## config.mk

```make
export PLATFORM = sky130hd
export DESIGN_NAME = i2c_bridge_top
export DESIGN_NICKNAME = d
export VERILOG_FILES = /design/src/source/ctrl_pkg.sv /design/src/source/i2c_pkg.sv /design/src/source/i2c_bridge_top.sv /design/src/source/i2c_cmd_seq.sv /design/src/source/i2c_master.sv
export SDC_FILE = /design/constraint.sdc
export NUM_CORES = 1
export LEC_CHECK = 0
export BUFFER_PORTS_ARGS = -buffer_cell sky130_fd_sc_hd__buf_2
export CORE_ASPECT_RATIO = 1.1
export CORE_MARGIN = 2
export CORE_UTILIZATION = 45
export DETAILED_ROUTE_END_ITERATION = 8
export GPL_TIMING_DRIVEN = 0
export PLACE_DENSITY = 0.78
export SLEW_MARGIN = 10
export SYNTH_ARGS = -nofsm -noshare
export SYNTH_HDL_FRONTEND = slang
export SYNTH_SLANG_ARGS = --single-unit
```

## constraint.sdc

```tcl
create_clock -name clk -period 2.9 [get_ports clk]
set_input_delay 0.58 -clock clk [delete_from_list [all_inputs] [get_ports clk]]
set_output_delay 0.58 -clock clk [all_outputs]
set_load 0.05 [all_outputs]
```

## src/source/ctrl_pkg.sv

```systemverilog
package ctrl_pkg;

  // Host register map
  localparam logic [5:0] REG_DIRECT = 6'h3d;
  localparam logic [5:0] REG_FILTER = 6'h00;

  // Opcode required in data[31:24] of a direct write
  localparam logic [7:0] OP_DIRECT = 8'h06;

  // Filter device and its register index
  localparam logic [6:0] FILTER_DEV = 7'h20;
  localparam logic [7:0] FILTER_REG = 8'h0a;

  // Sequencer states
  typedef enum logic [2:0] {
    IDLE,
    ADDR,
    DATA0,
    DATA1,
    DATA2
  } seq_state_e;

endpackage

```

## src/source/i2c_pkg.sv

```systemverilog
package i2c_pkg;

  // One byte of a write transaction
  typedef struct packed {
    logic [7:0] data;
    logic       last;
  } i2c_byte_t;

  // Open-drain pad controls, t = 1 releases the line
  typedef struct packed {
    logic scl_o;
    logic scl_t;
    logic sda_o;
    logic sda_t;
  } i2c_pad_t;

  // Master states
  typedef enum logic [2:0] {
    IDLE,
    START,
    ADDR,
    DATA,
    ACK,
    STOP
  } mst_state_e;

  // Clock cycles per quarter SCL period are PRESCALE + 1
  localparam logic [15:0] PRESCALE = 16'd2;

endpackage

```

## src/source/i2c_bridge_top.sv

```systemverilog
`timescale 1ns/1ns

module i2c_bridge_top (
  input  logic              clk,
  input  logic              rst,
  input  logic [5:0]        cmd_addr_i,
  input  logic [31:0]       cmd_data_i,
  input  logic              cmd_rqst_i,
  output logic              cmd_ack_o,
  input  logic              scl_i,
  input  logic              sda_i,
  output i2c_pkg::i2c_pad_t pad_o,
  output logic              busy_o,
  output logic              nack_o
);

  logic               mst_busy;
  logic [6:0]         mst_addr;
  logic               mst_cmd_valid;
  logic               mst_cmd_ready;
  i2c_pkg::i2c_byte_t mst_byte;
  logic               mst_byte_valid;
  logic               mst_byte_ready;

  i2c_cmd_seq u_seq (
    .clk              (clk),
    .rst              (rst),
    .cmd_addr_i       (cmd_addr_i),
    .cmd_data_i       (cmd_data_i),
    .cmd_rqst_i       (cmd_rqst_i),
    .cmd_ack_o        (cmd_ack_o),
    .mst_busy_i       (mst_busy),
    .mst_addr_o       (mst_addr),
    .mst_cmd_valid_o  (mst_cmd_valid),
    .mst_cmd_ready_i  (mst_cmd_ready),
    .mst_byte_o       (mst_byte),
    .mst_byte_valid_o (mst_byte_valid),
    .mst_byte_ready_i (mst_byte_ready),
    .busy_o           (busy_o)
  );

  i2c_master u_master (
    .clk          (clk),
    .rst          (rst),
    .addr_i       (mst_addr),
    .cmd_valid_i  (mst_cmd_valid),
    .cmd_ready_o  (mst_cmd_ready),
    .byte_i       (mst_byte),
    .byte_valid_i (mst_byte_valid),
    .byte_ready_o (mst_byte_ready),
    .scl_i        (scl_i),
    .sda_i        (sda_i),
    .pad_o        (pad_o),
    .busy_o       (mst_busy),
    .nack_o       (nack_o)
  );

endmodule

```

## src/source/i2c_cmd_seq.sv

```systemverilog
`timescale 1ns/1ns

module i2c_cmd_seq (
  input  logic               clk,
  input  logic               rst,
  input  logic [5:0]         cmd_addr_i,
  input  logic [31:0]        cmd_data_i,
  input  logic               cmd_rqst_i,
  output logic               cmd_ack_o,
  input  logic               mst_busy_i,
  output logic [6:0]         mst_addr_o,
  output logic               mst_cmd_valid_o,
  input  logic               mst_cmd_ready_i,
  output i2c_pkg::i2c_byte_t mst_byte_o,
  output logic               mst_byte_valid_o,
  input  logic               mst_byte_ready_i,
  output logic               busy_o
);

  ctrl_pkg::seq_state_e state_q;

  logic [6:0] filter_sel_q;
  logic       ack_q;
  logic       three_q;
  logic [6:0] dev_q;
  logic [7:0] byte0_q;
  logic [7:0] byte1_q;
  logic       filter_hit;
  logic       direct_hit;
  logic       need_xfer;
  logic       start;

  // Request decode
  assign filter_hit = cmd_rqst_i && (cmd_addr_i == ctrl_pkg::REG_FILTER) &&
                      (cmd_data_i[23:17] != filter_sel_q);
  assign direct_hit = cmd_rqst_i && (cmd_addr_i == ctrl_pkg::REG_DIRECT) &&
                      (cmd_data_i[31:24] == ctrl_pkg::OP_DIRECT);
  assign need_xfer  = filter_hit || direct_hit;
  assign start      = (state_q == ctrl_pkg::IDLE) && need_xfer && !mst_busy_i;

  always_ff @(posedge clk) begin
    if (rst) begin
      state_q      <= ctrl_pkg::IDLE;
      filter_sel_q <= 7'h00;
      ack_q        <= 1'b0;
      three_q      <= 1'b0;
    end else begin
      // Missed only when a transaction was needed but the master was busy
      if (state_q == ctrl_pkg::IDLE && cmd_rqst_i) begin
        ack_q <= !(need_xfer && mst_busy_i);
      end
      case (state_q)
        ctrl_pkg::IDLE: begin
          if (start) begin
            state_q <= ctrl_pkg::ADDR;
            three_q <= filter_hit;
            if (filter_hit) begin
              filter_sel_q <= cmd_data_i[23:17];
            end
          end
        end
        ctrl_pkg::ADDR: begin
          if (mst_cmd_ready_i) begin
            state_q <= ctrl_pkg::DATA0;
          end
        end
        ctrl_pkg::DATA0: begin
          if (mst_byte_ready_i) begin
            state_q <= ctrl_pkg::DATA1;
          end
        end
        ctrl_pkg::DATA1: begin
          if (mst_byte_ready_i) begin
            state_q <= three_q ? ctrl_pkg::DATA2 : ctrl_pkg::IDLE;
          end
        end
        ctrl_pkg::DATA2: begin
          if (mst_byte_ready_i) begin
            state_q <= ctrl_pkg::IDLE;
          end
        end
        default: state_q <= ctrl_pkg::IDLE;
      endcase
    end
  end

  // Transaction payload, filter rule takes priority
  always_ff @(posedge clk) begin
    if (start) begin
      if (filter_hit) begin
        dev_q   <= ctrl_pkg::FILTER_DEV;
        byte0_q <= ctrl_pkg::FILTER_REG;
        byte1_q <= {1'b0, cmd_data_i[23:17]};
      end else begin
        dev_q   <= cmd_data_i[22:16];
        byte0_q <= cmd_data_i[15:8];
        byte1_q <= cmd_data_i[7:0];
      end
    end
  end

  always_comb begin
    mst_byte_o.data = byte0_q;
    mst_byte_o.last = 1'b0;
    case (state_q)
      ctrl_pkg::DATA1: begin
        mst_byte_o.data = byte1_q;
        mst_byte_o.last = !three_q;
      end
      // Filter write ends with a zero byte
      ctrl_pkg::DATA2: begin
        mst_byte_o.data = 8'h00;
        mst_byte_o.last = 1'b1;
      end
      default: ;
    endcase
  end

  assign mst_addr_o       = dev_q;
  assign mst_cmd_valid_o  = (state_q == ctrl_pkg::ADDR);
  assign mst_byte_valid_o = (state_q == ctrl_pkg::DATA0) || (state_q == ctrl_pkg::DATA1) ||
                            (state_q == ctrl_pkg::DATA2);
  assign cmd_ack_o        = ack_q;
  assign busy_o           = (state_q != ctrl_pkg::IDLE) || mst_busy_i;

endmodule

```

## src/source/i2c_master.sv

```systemverilog
`timescale 1ns/1ns

module i2c_master (
  input  logic               clk,
  input  logic               rst,
  input  logic [6:0]         addr_i,
  input  logic               cmd_valid_i,
  output logic               cmd_ready_o,
  input  i2c_pkg::i2c_byte_t byte_i,
  input  logic               byte_valid_i,
  output logic               byte_ready_o,
  input  logic               scl_i,
  input  logic               sda_i,
  output i2c_pkg::i2c_pad_t  pad_o,
  output logic               busy_o,
  output logic               nack_o
);

  i2c_pkg::mst_state_e state_q;

  logic [15:0] qcnt_q;
  logic [1:0]  phase_q;
  logic [2:0]  bit_q;
  logic [7:0]  shift_q;
  logic        last_q;
  logic        nack_seen_q;
  logic        drain_q;
  logic        scl_q;
  logic        sda_q;
  logic        nack_q;
  logic        stretch;
  logic        tick;
  logic        need_byte;
  logic        hold;
  logic        adv;

  // Slave holds SCL low after we released it
  assign stretch   = scl_q && !scl_i;
  assign tick      = (state_q != i2c_pkg::IDLE) && (qcnt_q == 16'd0) && !stretch;
  assign need_byte = !nack_seen_q && !last_q;

  // Stay in the last quarter until the next byte or the drain is done
  always_comb begin
    hold = 1'b0;
    if (state_q == i2c_pkg::ACK && phase_q == 2'd3 && need_byte && !byte_valid_i) begin
      hold = 1'b1;
    end
    if (state_q == i2c_pkg::STOP && phase_q == 2'd3 && drain_q) begin
      hold = 1'b1;
    end
  end

  assign adv = tick && !hold;

  always_ff @(posedge clk) begin
    if (rst) begin
      state_q     <= i2c_pkg::IDLE;
      qcnt_q      <= 16'd0;
      phase_q     <= 2'd0;
      bit_q       <= 3'd0;
      last_q      <= 1'b0;
      nack_seen_q <= 1'b0;
      drain_q     <= 1'b0;
      scl_q       <= 1'b1;
      sda_q       <= 1'b1;
      nack_q      <= 1'b0;
    end else begin
      nack_q <= 1'b0;
      if (state_q != i2c_pkg::IDLE && !stretch) begin
        qcnt_q <= (qcnt_q == 16'd0) ? i2c_pkg::PRESCALE : qcnt_q - 16'd1;
      end
      if (adv) begin
        phase_q <= phase_q + 2'd1;
      end
      case (state_q)
        i2c_pkg::IDLE: begin
          if (cmd_valid_i) begin
            state_q     <= i2c_pkg::START;
            qcnt_q      <= i2c_pkg::PRESCALE;
            phase_q     <= 2'd0;
            bit_q       <= 3'd0;
            last_q      <= 1'b0;
            nack_seen_q <= 1'b0;
          end
        end
        // SDA falls at mid-period while SCL is high
        i2c_pkg::START: begin
          if (adv && phase_q == 2'd1) begin
            sda_q <= 1'b0;
          end
          if (adv && phase_q == 2'd3) begin
            scl_q   <= 1'b0;
            state_q <= i2c_pkg::ADDR;
          end
        end
        i2c_pkg::ADDR, i2c_pkg::DATA: begin
          if (adv) begin
            case (phase_q)
              2'd0: sda_q <= shift_q[7];
              2'd1: scl_q <= 1'b1;
              2'd3: begin
                scl_q <= 1'b0;
                bit_q <= bit_q + 3'd1;
                if (bit_q == 3'd7) begin
                  state_q <= i2c_pkg::ACK;
                end
              end
              default: ;
            endcase
          end
        end
        i2c_pkg::ACK: begin
          if (adv) begin
            case (phase_q)
              2'd0: sda_q <= 1'b1;
              2'd1: scl_q <= 1'b1;
              2'd2: begin
                nack_seen_q <= sda_i;
                nack_q      <= sda_i;
                // Remaining bytes are still taken from the sequencer
                if (sda_i && !last_q) begin
                  drain_q <= 1'b1;
                end
              end
              default: begin
                scl_q <= 1'b0;
                if (need_byte) begin
                  last_q  <= byte_i.last;
                  state_q <= i2c_pkg::DATA;
                end else begin
                  state_q <= i2c_pkg::STOP;
                end
              end
            endcase
          end
        end
        i2c_pkg::STOP: begin
          if (drain_q && byte_valid_i && byte_i.last) begin
            drain_q <= 1'b0;
          end
          if (adv) begin
            case (phase_q)
              2'd0: sda_q <= 1'b0;
              2'd1: scl_q <= 1'b1;
              2'd2: sda_q <= 1'b1;
              default: state_q <= i2c_pkg::IDLE;
            endcase
          end
        end
        default: state_q <= i2c_pkg::IDLE;
      endcase
    end
  end

  // Shift register, address plus write bit or the accepted byte
  always_ff @(posedge clk) begin
    if (state_q == i2c_pkg::IDLE && cmd_valid_i) begin
      shift_q <= {addr_i, 1'b0};
    end else if (state_q == i2c_pkg::ACK && adv && phase_q == 2'd3 && need_byte) begin
      shift_q <= byte_i.data;
    end else if ((state_q == i2c_pkg::ADDR || state_q == i2c_pkg::DATA) && adv &&
                 phase_q == 2'd3) begin
      shift_q <= {shift_q[6:0], 1'b0};
    end
  end

  assign cmd_ready_o  = (state_q == i2c_pkg::IDLE);
  assign byte_ready_o = (state_q == i2c_pkg::ACK && phase_q == 2'd3 && tick && need_byte) ||
                        (state_q == i2c_pkg::STOP && drain_q);

  assign pad_o.scl_o = 1'b0;
  assign pad_o.scl_t = scl_q;
  assign pad_o.sda_o = 1'b0;
  assign pad_o.sda_t = sda_q;

  assign busy_o = (state_q != i2c_pkg::IDLE);
  assign nack_o = nack_q;

endmodule

```

## After elaboration in Yosys (flattened, before gate mapping)

Index checks and enable logic that the tools add are counted.

| word-level totals | value |
|---|---|
| bits of input ports | 43 |
| logic and storage cells | 207 |
| register bits | 73 |
| output and inout bits | 7 |

| operators by class | value |
|---|---|
| muxes and demuxes | 65 |
| equality and inequality tests | 41 |
| bitwise logic cells | 3 |
| reductions and logical operators | 75 |
| add/subtract/negate cells | 3 |

Operators with widths:

| kind | number |
|---|---|
| $mux W16 | 4 |
| $mux W3 | 19 |
| $logic_and A1 B1 Y1 | 33 |
| $pmux W3 S5 | 2 |
| $ne A2 B1 Y1 const B | 14 |
| $mux W8 | 3 |
| $mux W1 | 23 |
| $ne A2 B2 Y1 const B | 9 |
| $pmux W9 S2 | 1 |
| $logic_not A16 Y1 | 1 |
| $reduce_and A8 Y1 | 2 |
| $sub A16 B1 Y16 const B | 1 |
| $reduce_and A5 Y1 | 3 |
| $eq A3 B2 Y1 const B | 4 |
| $eq A3 B3 Y1 const B | 4 |
| $pmux W1 S2 | 6 |
| $logic_not A1 Y1 | 9 |
| $reduce_and A9 Y1 | 1 |
| $reduce_bool A3 Y1 | 3 |
| $eq A8 B3 Y1 const B | 1 |
| $pmux W1 S4 | 2 |
| $reduce_and A4 Y1 | 2 |
| $reduce_bool A2 Y1 | 4 |
| $mux W7 | 1 |
| other kinds (22) | 35 |

## Depth between registers and ports, before layout

Gate-level depths: netlist (run 1).

| logic depth | value |
|---|---|
| depth after elaboration | 14 |
| gate-level depth with buffers | 8 |
| depth with buffers taken out | 7 |

## Modules after synthesis

Synthesis (run 1) repeated with hierarchy kept, for this count alone.

| second synthesis, totals | value |
|---|---|
| cells, all modules | 420 |
| area total of the unflattened synthesis | 4092.7 um2 |

By module, submodules not included:

| module | sequential area each (um2) | area an instance (um2) | instances | cells an instance |
|---|---|---|---|---|
| i2c_master | 830.8 | 2282.2 | 1 | 253 |
| i2c_cmd_seq | 930.9 | 1810.5 | 1 | 167 |

## Least setup slack after synthesis (run 1)

Ideal clock, no wire load.

| timing path | value |
|---|---|
| path kind | input to register |
| from | in cmd_addr_i[1] |
| to | reg u_seq.byte0_q[0] (enable) |
| stages on the path | 5 |
| slack | 19 ps |
| library setup time | 403 ps |
| data required time | 2497 ps |
| arrival | 2478 ps |
| path buffers | 0 |
| cells stage by stage | nor4b_1 nand2_1 a21oi_1 nor2b_1 nor2_1 |

| on the way | value |
|---|---|
| word-level cells in the longest chain between the ends | 6 |
| elaborated cells on any way between the ends | 9 |
| classes of those cells | eq/ne: 1; reduce/logical: 8 |

Ends and longest elaborated chain:

| element | line | text |
|---|---|---|
| start: declaration | i2c_bridge_top.sv:6 | `input logic [5:0] cmd_addr_i,` |
| $eq A6 B6 Y1 / $logic_not A6 Y1 (equally long branches) | i2c_cmd_seq.sv:36, i2c_cmd_seq.sv:34 |  |
| $logic_and A1 B1 Y1 (on tied branches) (2 in series) | i2c_cmd_seq.sv:36, i2c_cmd_seq.sv:34 |  |
| $logic_or A1 B1 Y1 * | i2c_cmd_seq.sv:38 | `assign need_xfer = filter_hit \|\| direct_hit;` |
| $logic_and A1 B1 Y1 * (2 in series) | i2c_cmd_seq.sv:39 | `assign start = (state_q == ctrl_pkg::IDLE) && need_xfer && !mst_busy_i;` |
| net u_seq.start | i2c_cmd_seq.sv:31 | `logic start;` |
| end signal: assignment | i2c_cmd_seq.sv:92 | `byte0_q <= ctrl_pkg::FILTER_REG;` |
| end signal: assignment | i2c_cmd_seq.sv:96 | `byte0_q <= cmd_data_i[15:8];` |
| end: declaration | i2c_cmd_seq.sv:26 | `logic [7:0] byte0_q;` |

The timed path passes the listed nets; every way through them passes the cells marked *.
A chain may end at the register's enable or synchronous reset.

## Worst setup path after layout (run 1)

| timing path | value |
|---|---|
| from | reg u_master.qcnt_q[0] |
| to | reg u_master.shift_q[2] (enable) |

| on the way | value |
|---|---|
| word-level cells in the longest chain between the ends | 8 |
| elaborated cells on any way between the ends | 10 |
| classes of those cells | reduce/logical: 10 |

Ends and longest elaborated chain:

| element | line | text |
|---|---|---|
| start: declaration | i2c_master.sv:21 | `logic [15:0] qcnt_q;` |
| start signal: assignment | i2c_master.sv:70 | `qcnt_q <= (qcnt_q == 16'd0) ? i2c_pkg::PRESCALE : qcnt_q - 16'd1;` |
| start signal: assignment | i2c_master.sv:79 | `qcnt_q <= i2c_pkg::PRESCALE;` |
| $logic_not A16 Y1 * | i2c_master.sv:39 | `assign tick = (state_q != i2c_pkg::IDLE) && (qcnt_q == 16'd0) && !stretch;` |
| $logic_and A1 B1 Y1 * (2 in series) | i2c_master.sv:39 |  |
| $logic_and A1 B1 Y1 * | i2c_master.sv:53 | `assign adv = tick && !hold;` |
| $logic_and A1 B1 Y1 (3 in series) | i2c_master.sv:159 | `end else if (state_q == i2c_pkg::ACK && adv && phase_q == 2'd3 && need_byte) begin` |
| $reduce_bool A3 Y1 (no source line) * | -- |  |
| end signal: assignment | i2c_master.sv:158 | `shift_q <= {addr_i, 1'b0};` |
| end signal: assignment | i2c_master.sv:160 | `shift_q <= byte_i.data;` |
| end signal: assignment | i2c_master.sv:163 | `shift_q <= {shift_q[6:0], 1'b0};` |
| end: declaration | i2c_master.sv:24 | `logic [7:0] shift_q;` |

Every way passes the cells marked *; elsewhere a longest branch is shown, timed or not.

==> results of run 1 <==
-- metal layers --
layer  track usage [%]  vias up
met5                 0        -
met4              8.27        0
met3              3.72        9
met2              31.0      107
met1              23.8     1522
li1                  -     1602
-- synth_stat cells, types with 5 or more instances --
cell	number	area share [%]
a211oi_1	5	0.97
a21oi_1	14	1.8
a22oi_1	7	1.4
and3_1	6	0.97
clkbuf_1	18	1.7
dfxtp_1	43	22
edfxtp_1	30	23
ha_1	8	2.6
inv_1	10	0.97
mux2_2	8	2.3
mux2i_1	9	2.3
nand2_1	28	2.7
nand2b_1	6	0.97
nand3_1	17	2.2
nand4b_1	6	1.4
nor2_1	42	4.1
nor2b_1	21	3.4
nor3_1	13	1.7
nor4_1	6	0.97
o211ai_1	10	1.9
o21ai_0	10	1.3
xnor2_1	6	1.4
xor2_1	16	3.6
-- state kept, by name, summed over array words and instances, names as in the netlist --
register and flops:
u_master.nack_seen_q 1, u_master.shift_q 8, u_master.state_q 3, u_seq.mst_addr_o 7, u_master.bit_q 3, u_master.phase_q 2, u_seq.byte0_q 8, u_seq.state_q 3
u_master.nack_o 1, u_master.scl_q 1, u_seq.filter_sel_q 7, u_master.sda_q 1, u_seq.byte1_q 8, u_seq.cmd_ack_o 1, u_master.last_q 1, u_seq.three_q 1
u_master.qcnt_q 16, u_master.drain_q 1
-- repair_timing --
action / CTS / global route
pin swaps: 0 / 1
buffers inserted: 0 / 2
endpoints found under the setup margin: 7 / 14
resized for setup: 1 / 2
cloned: 0 / 0
hold endpoints to repair: 0 / 0
-- worst min-delay path by stage --
stage          cells after the start        startpoint                to  slack (ps)
2_1_floorplan                      2  u_master.drain_q  u_master.drain_q         430
3_3_place_gp                       2  u_master.drain_q  u_master.drain_q         440
6_report                           2    cmd_data_i[11]  u_seq.byte0_q[3]         480
5_1_grt                            2    cmd_data_i[11]  u_seq.byte0_q[3]         460
4_1_cts                            2    cmd_data_i[11]  u_seq.byte0_q[3]         460
3_5_place_dp                       2  u_master.drain_q  u_master.drain_q         460
-- placed cells by master, fill, tap and decap left out, types with 7 or more instances in the layout --
cell and n:
mux2_2 8, xor2_1 16, o21ai_0 10, edfxtp_1 30
clkbuf_8 9, dfxtp_1 43, a21oi_1 14, inv_1 10
nand3_1 17, buf_2 48, mux2i_1 9, o211ai_1 10
nor2b_1 21, nor3_1 13, a22oi_1 7, nor2_1 41
ha_1 8, nand2_1 27, clkbuf_1 18
-- logic make-up after synthesis --
family	count (synthesis)	synth area share, %
AOI/OAI and AO/OA	73	13.5
xor gates and xnor gates	22	4.96
adders and majority gates	8	2.58
buffers and inverters	35	4.03
DFF	73	45.3
muxes	17	4.64
other	1	0.0965
and+or+nand+nor	177	24.8
-- critical path: stages, from the launching register on --
cell	delay, ps
dfxtp_1	350
inv_1	60
ha_1	200
or4b_1	540
or4_1	580
a211oi_4	310
o211ai_1	170
nand2_2	220
-- final cells by class --
class / instances / share of cell area [%]
plain buffers: 25 / 2.61
clock buffers: 9 / 2.73
clock inverters: 7 / 2.37
inverters: 10 / 0.826
multi-input cells: 299 / 43.9
flip-flops and latches: 73 / 38.8
well taps: 111 / 3.06
repair buffers: 49 / 5.73
-- through the flow --
stage               setup WS (ps)  cell area [sq um]  instances  hold WS, ps
global placement             -610               4260        564          440
finish                        168               4550        583          478
detailed placement          -12.8               4280        565          461
global route                -6.42               4550        583          462
floorplan                    18.7               3890        407          432
CTS                          65.3               4510        581          462
-- power by group --
group          switching [uW]  internal [uW]  leakage [uW]  total [uW]
clock                     428            502      0.000114         930
sequential                130           1190      0.000618        1320
combinational             848            588      0.000977        1440
==> flow_summary.json, run 1 <==
{
  "run_status": "finished, final reports clean",
  "slew_headroom_pct": 45.1,
  "drc_errors": 0,
  "crit_start": "u_master.qcnt_q[0]",
  "syn_inst": 406,
  "fin_util_pct": 54.3,
  "cts-htree-levels": 3,
  "syn2layout_area_growth_pct": 17.0,
  "core_sq_um": 8360,
  "synth.distinct_cells": 62,
  "crit_type": "reg -> reg",
  "grt_usage_pct": 18.7,
  "yosysWarnings": 0,
  "cts-root-buf": "clkbuf_8",
  "finalPower_uw": 3690,
  "power.density_nw_per_um2": 812,
  "fin_skew_ps": 13.5,
  "nFillCells": 715,
  "rows": 35,
  "start_kind": "flop",
  "multi_input_area_sq_um": 2000,
  "p_leak_uw": 0.00171,
  "peakVddDrop_v": 0.000391,
  "fin_nets": 518,
  "post-route-period-util_pct": 94.2,
  "antenna_found_initial": 0,
  "ys.flop_type": "dfxtp_1",
  "hp-class": "in -> reg",
  "port_buffers": 46,
  "vias": 3240,
  "ys_ff_latch": 73,
  "fmax_mhz": 366,
  "tritoncts": "yes",
  "synth_edf_count": 30,
  "grt_pass1_vias": 3025,
  "wl_per_cell_um": 14.6,
  "grt_overflow": 0,
  "gp_congestion": 0.844,
  "met1_length_mm": 3.77,
  "maxCapViolations": 0,
  "rrSetupSlack_ps": 170,
  "synth_area_sq_um": 3880,
  "regArea_sq_um": 1760,
  "endpoint_kind": "flop",
  "n_antenna_cell": 0,
  "dr.pass1.iters": 8,
  "clock_latency_ps": 350,
  "syn_area_per_cell_sq_um": 9.57,
  "endpoint": "u_master.shift_q[2]",
  "die_x_um": 92.6,
  "dr_wl_met2_mm": 4.14,
  "dp_hpwl_mm": 6.15,
  "r2r-end": "u_master.shift_q[2]",
  "cts_buffers": 9,
  "drive_gt1_share_pct": 21.2,
  "die-area_sq_um": 9390,
  "maxSlewViolCount": 0,
  "postRouteAntennaNets": 0,
  "routed_via_density": 5.56,
  "final.setup.tns_ps": 0,
  "cts_hold_buf": 0,
  "die_h_um": 101,
  "clkSlewWorstSetupHoldPaths_ps": 90,
  "yosysSeqAreaShare_pct": 45.3,
  "post-route-min-period_ps": 2730,
  "grt_max_degree": 19,
  "rsz0062_at_grt": "yes",
  "routed_wl_mm": 8.53,
  "pin_count": 50,
  "initial_core_util_pct": 46.4,
  "cts_buffer_depth": 2,
  "crit_fanout": 7,
  "rr_worst_depth": 7,
  "setup_viol": 0,
  "crit_arrival_ps": 2790,
  "routed-wl-met3_um": 520,
  "hold_viol": 0,
  "cts_sinks": 73,
  "drtIter0Drc": 178,
  "dr.max_layer_used": "met4",
  "crit_required_ps": 2950,
  "reg2reg_from": "u_master.qcnt_q[0]",
  "grt_pass1_wl_mm": 13.9,
  "async_reset_ff_share_pct": 0,
  "max_slew.worst_pin.slew_ps": 819
}
(Power assumes the default switching activity.)
==> inputs of run 2 (changes only) <==
--- a/config.mk
+++ b/config.mk
@@ -10,7 +10,6 @@
 export CORE_MARGIN = 2
 export CORE_UTILIZATION = 45
 export DETAILED_ROUTE_END_ITERATION = 8
-export GPL_TIMING_DRIVEN = 0
 export PLACE_DENSITY = 0.78
 export SLEW_MARGIN = 10
 export SYNTH_ARGS = -nofsm -noshare
==> run 2 against run 1 <==
Sequential power about the same. First-iteration DRC count down 48%. Power down 5.5%. Worst setup slack better by 100 ps. Global-route usage up 0.095 points. Critical path type unchanged. Critical endpoint is now u_master.shift_q[6].
==> flow_summary.json, run 2 (synthesis gave the netlist of run 1 again) <==
{
  "core_sq_um": 8360,
  "dp_hpwl_mm": 6.00,
  "start_kind": "flop",
  "drive_gt1_share_pct": 22.8,
  "port_buffers": 47,
  "antenna_found_initial": 0,
  "hp-class": "reg -> reg",
  "routed_via_density": 5.47,
  "post-route-period-util_pct": 90.7,
  "hold_end": "u_master.drain_q",
  "min_from": "u_master.drain_q",
  "die-area_sq_um": 9390,
  "cts_hold_buf": 0,
  "cts_resized": 0,
  "reg2reg_from": "u_master.qcnt_q[0]",
  "min_path_cells": 2,
  "dr.pass1.iters": 4,
  "cts_buffers": 9,
  "largest_register_ffs": 16,
  "final_common_cell": "buf_2",
  "finalPower_uw": 3490,
  "maxCapViolations": 0,
  "grt_overflow": 0,
  "power.density_nw_per_um2": 783,
  "wl_per_cell_um": 14.4,
  "clkSlewWorstSetupHoldPaths_ps": 90,
  "rows": 35,
  "p_leak_uw": 0.00170,
  "rsz0062_at_grt": "no",
  "crit_arrival_ps": 2660,
  "gp_congestion": 0.894,
  "tritoncts": "yes",
  "grt_pass1_vias": 3070,
  "final_cell_count_no_fill": 572,
  "drtIter0Drc": 93,
  "postPlaceCellArea_sq_um": 4270,
  "crit_type": "reg -> reg",
  "rrSetupSlack_ps": 270,
  "final.setup.tns_ps": 0,
  "hold_slack_ps": 464,
  "post_cts_buffers": 0,
  "slew_headroom_pct": 20.5,
  "top_register": "u_master.qcnt_q",
  "max_slew.worst_pin.slew_ps": 1180,
  "routed_wl_mm": 8.22,
  "fin_nets": 507,
  "fin_skew_ps": 13.5,
  "setup_viol": 0,
  "vias": 3129,
  "postRouteAntennaNets": 0,
  "initial_core_util_pct": 46.4,
  "drc_errors": 0,
  "hold_viol": 0,
  "pin_count": 50,
  "crit_fanout": 7,
  "grt_pass1_wl_mm": 14.1,
  "die_h_um": 101,
  "post-route-min-period_ps": 2630,
  "dp.cells": 556,
  "fmax_mhz": 380,
  "cts_sinks": 73,
  "rr_worst_depth": 7,
  "cts_buffer_depth": 2,
  "maxSlewViolCount": 0,
  "grt_usage_pct": 18.8,
  "syn2layout_area_growth_pct": 14.7,
  "r2r-end": "u_master.shift_q[6]",
  "stdcell_area_sq_um": 4460,
  "clock_latency_ps": 360,
  "die_x_um": 92.6,
  "nFillCells": 749,
  "cts-root-buf": "clkbuf_8",
  "grt_max_degree": 28,
  "peakVddDrop_v": 0.000379,
  "endpoint_kind": "flop",
  "cts-htree-levels": 3,
  "layout_common_cells": "47 x buf_2, 43 x dfxtp_1, 41 x nor2_1",
  "n_antenna_cell": 0,
  "run_status": "finished, final reports clean",
  "crit_required_ps": 2930
}
## run 2: changes by cell type in the layout (fill, tap and decap cells not counted), sizes merged
cell      previous run  this run
buf                 56        63
bufinv               2         0
clkbuf              27         9
clkinv               0         1
clkinvlp             1         2
## run 2: layout make-up
cell class / instances / area [sq um] / area share (%)
tap: 111 / 139 / 3.12
sequential: 73 / 1760 / 39.5
timing repair buffer: 63 / 355 / 7.98
clock inverter: 7 / 61.3 / 1.38
multi-input combinational: 299 / 1980 / 44.4
clock buffer: 9 / 124 / 2.78
inverter: 10 / 37.5 / 0.842
## run 2: worst max-delay path by stage
stage                     endpoint  cells after the start                from
3_3_place_gp      u_seq.byte0_q[7]                      6       cmd_addr_i[1]
5_1_grt        u_master.shift_q[6]                      7  u_master.qcnt_q[0]
3_5_place_dp   u_master.shift_q[6]                      7  u_master.qcnt_q[0]
4_1_cts        u_master.shift_q[5]                      7  u_master.qcnt_q[0]
2_1_floorplan     u_seq.byte0_q[0]                      5       cmd_addr_i[1]
6_report       u_master.shift_q[6]                      7  u_master.qcnt_q[0]
## run 2: worst max-delay path: stages, from the launching register on
cell      delay, ps
dfxtp_1         350
inv_1            70
ha_1            200
or4b_1          500
or4_1           540
a211oi_4        230
o211ai_1        160
nand2_1         270
## run 2: per-layer routing
metal | track usage (%) | wire [um]
met2 | 31.2 | 3890
met4 | 7.58 | 191
met1 | 24.1 | 3700
met5 | 0 | 0
met3 | 3.87 | 443
## run 2: through the flow
stage / utilization [%] / worst slack (ps)
floorplan: - / 18.7
global placement: 51.1 / 364
detailed placement: 51.1 / 288
CTS: 53.3 / 261
global route: 53.3 / 136
finish: 53.3 / 270
## run 2: report_power, final
group	switching, uW	leakage (uW)	total (uW)	internal (uW)
Clock	434	0.0000888	761	327
Combinational	815	0.000989	1410	594
Sequential	124	0.000618	1320	1190
Total	1370	0.00170	3490	2110
==> inputs of run 3 (changes only) <==
--- a/config.mk
+++ b/config.mk
@@ -8,10 +8,12 @@
 export BUFFER_PORTS_ARGS = -buffer_cell sky130_fd_sc_hd__buf_2
 export CORE_ASPECT_RATIO = 1.1
 export CORE_MARGIN = 2
-export CORE_UTILIZATION = 45
+export CORE_UTILIZATION = 53
+export CTS_BUF_LIST = sky130_fd_sc_hd__clkbuf_16
 export DETAILED_ROUTE_END_ITERATION = 8
-export PLACE_DENSITY = 0.78
+export PLACE_DENSITY = 0.88
 export SLEW_MARGIN = 10
 export SYNTH_ARGS = -nofsm -noshare
 export SYNTH_HDL_FRONTEND = slang
+export SYNTH_HIERARCHICAL = 1
 export SYNTH_SLANG_ARGS = --single-unit
==> run 3 against run 2 <==
Synthesized cell count rose by 3.4%. Non-clock buffer count fell by 7. Synthesized area grew 5.3%. Design area up 6.0%. Clock-buffer cell count is the same. Highest routed layer unchanged.
==> flow_summary.json, run 3 <==
{
  "reg2reg_from": "u_seq/state_q[2]",
  "synth.distinct_cells": 69,
  "rows": 33,
  "fin_skew_ps": 7.39,
  "crit_required_ps": 3130,
  "max_slew.worst_pin.slew_ps": 923,
  "ys_ff_latch": 73,
  "grt_overflow": 0,
  "port_buffers": 47,
  "largest_register_ffs": 16,
  "wl_per_cell_um": 15.9,
  "async_reset_ff_share_pct": 0,
  "die_x_um": 87.8,
  "pin_count": 50,
  "min_path_cells": 2,
  "die_h_um": 96.2,
  "cts-root-buf": "clkbuf_16",
  "multi_input_area_sq_um": 2180,
  "vias": 3321,
  "antenna_found_initial": 0,
  "endpoint_kind": "flop",
  "finalPower_uw": 2490,
  "initial_core_util_pct": 54.8,
  "core_sq_um": 7470,
  "layout_common_cells": "47 x buf_2, 43 x dfxtp_1, 37 x nor2_1",
  "clock_latency_ps": 340,
  "yosysSeqAreaShare_pct": 43.0,
  "yosysWarnings": 6,
  "post_cts_buffers": 0,
  "grt_pass1_wl_mm": 15.0,
  "dp_hpwl_mm": 6.53,
  "crit_type": "reg -> reg",
  "slew_headroom_pct": 38.5,
  "routed_via_density": 5.80,
  "tritoncts": "yes",
  "synth_top_area_share_pct": 22.0,
  "synth_commonest_cells": "43 x dfxtp_1, 37 x nor2_1, 31 x nand2_1",
  "top_register": "u_master/qcnt_q",
  "grt_usage_pct": 22.9,
  "ys.flop_type": "dfxtp_1",
  "n_antenna_cell": 0,
  "crit_arrival_ps": 2770,
  "p_leak_uw": 0.00178,
  "dr.pass1.iters": 5,
  "cts_sinks": 73,
  "postRouteAntennaNets": 0,
  "rr_worst_depth": 7,
  "grt_pass1_vias": 3231,
  "synth_area_leaders": "edfxtp_1 22%, dfxtp_1 21%, mux2i_1 4.6%",
  "nFillCells": 565,
  "power.density_nw_per_um2": 527,
  "cts_buffers": 9,
  "gp_congestion": 0.947,
  "hold_slack_ps": 463,
  "drtIter0Drc": 247,
  "maxSlewViolCount": 0,
  "grt_max_degree": 37,
  "synth_area_sq_um": 4090,
  "syn_inst": 420,
  "syn_area_per_cell_sq_um": 9.74,
  "rsz0062_at_grt": "no",
  "maxCapViolations": 0,
  "clkSlewWorstSetupHoldPaths_ps": 60,
  "rrSetupSlack_ps": 360,
  "cts_hold_buf": 0,
  "fin_nets": 515,
  "post-route-period-util_pct": 87.6,
  "r2r-end": "u_master/state_q[0]",
  "regArea_sq_um": 1760,
  "fin_util_pct": 63.2,
  "drc_errors": 0,
  "synth.most_common_cell": "dfxtp_1",
  "final.setup.tns_ps": 0,
  "post-route-min-period_ps": 2540,
  "hold_end": "u_master/drain_q",
  "start_kind": "flop",
  "setup_viol": 0,
  "min_from": "u_master/drain_q",
  "fmax_mhz": 394,
  "cts_buffer_depth": 2,
  "drive_gt1_share_pct": 20.3,
  "synth_edf_count": 30,
  "die-area_sq_um": 8440,
  "yosys.area.top_type": "edfxtp_1",
  "syn2layout_area_growth_pct": 15.4,
  "final_common_cell": "buf_2",
  "cts-htree-levels": 3,
  "crit_fanout": 17,
  "hold_viol": 0,
  "run_status": "finished, final reports clean",
  "hp-class": "reg -> reg",
  "routed_wl_mm": 9.13,
  "peakVddDrop_v": 0.000304
}
==> run 3: timing repair <==
| item | in CTS | in global routing |
|---|---|---|
| hold endpoints to repair | 0 | 0 |
| resized for setup | 0 | 1 |
| endpoints found under the setup margin | 0 | 1 |
==> run 3: how the worst max path moves through the flow <==
stage,depth (start not counted),slack [ps],endpoint,from
2_1_floorplan,5,90,u_seq/byte0_q[0],cmd_addr_i[1]
3_5_place_dp,6,340,u_seq/byte0_q[2],cmd_addr_i[1]
4_1_cts,5,200,busy_o,u_master/state_q[2]
3_3_place_gp,6,410,u_seq/mst_addr_o[0],cmd_addr_i[1]
5_1_grt,5,140,busy_o,u_master/state_q[2]
6_report,7,360,u_master/state_q[0],u_seq/state_q[2]
==> run 3: cell type report <==
cell class                      instances  area share (%)
Clock buffer                            9            4.77
Clock inverter                          7            1.51
Inverter                               10           0.795
Multi-Input combinational cell        313            46.2
Sequential cell                        73            37.3
Tap cell                              105            2.78
Timing Repair Buffer                   56            6.68
==> run 3: cells by family (layout without fill, tap and decap cells) <==
group,Yosys count,count (layout),share of synthesized area (%)
compound gates,78,78,12.5
xor+xnor,24,24,5.14
fa+ha+maj,9,9,2.75
buf+inv,35,82,4.00
flops,73,73,43.0
mux,26,26,6.66
other cells,1,2,0.0916
simple gates,174,174,25.8
==> run 3: metrics by stage <==
stage / instance area (sq um) / setup slack (ps) / instances
global placement: 4420 / 405 / 557
CTS: 4720 / 195 / 573
finish: 4720 / 359 / 573
detailed placement: 4420 / 344 / 557
floorplan: 4100 / 93.5 / 421
global route: 4720 / 143 / 573
==> run 3: critical path: stages, from the launching register on <==
cell and delay (ps):
dfxtp_1 680, nand2_1 190, o21ai_0 190, nor4_1 80
o211a_2 320, o32ai_1 550, a311oi_1 190, a41o_1 230
==> run 3: report_power, final <==
group / internal [uW] / switching, uW / leakage (uW)
clock: 665 / 445 / 0.000143
combinational: 105 / 168 / 0.00102
sequential: 1090 / 15.2 / 0.000618
==> run 3: per-layer routing <==
metal	vias up	wire [um]	global-route usage (%)
li1	1595	-	-
met1	1536	3730	27.2
met2	161	4580	39.7
met4	0	217	10.3
met5	-	0	0
met3	29	599	4.63
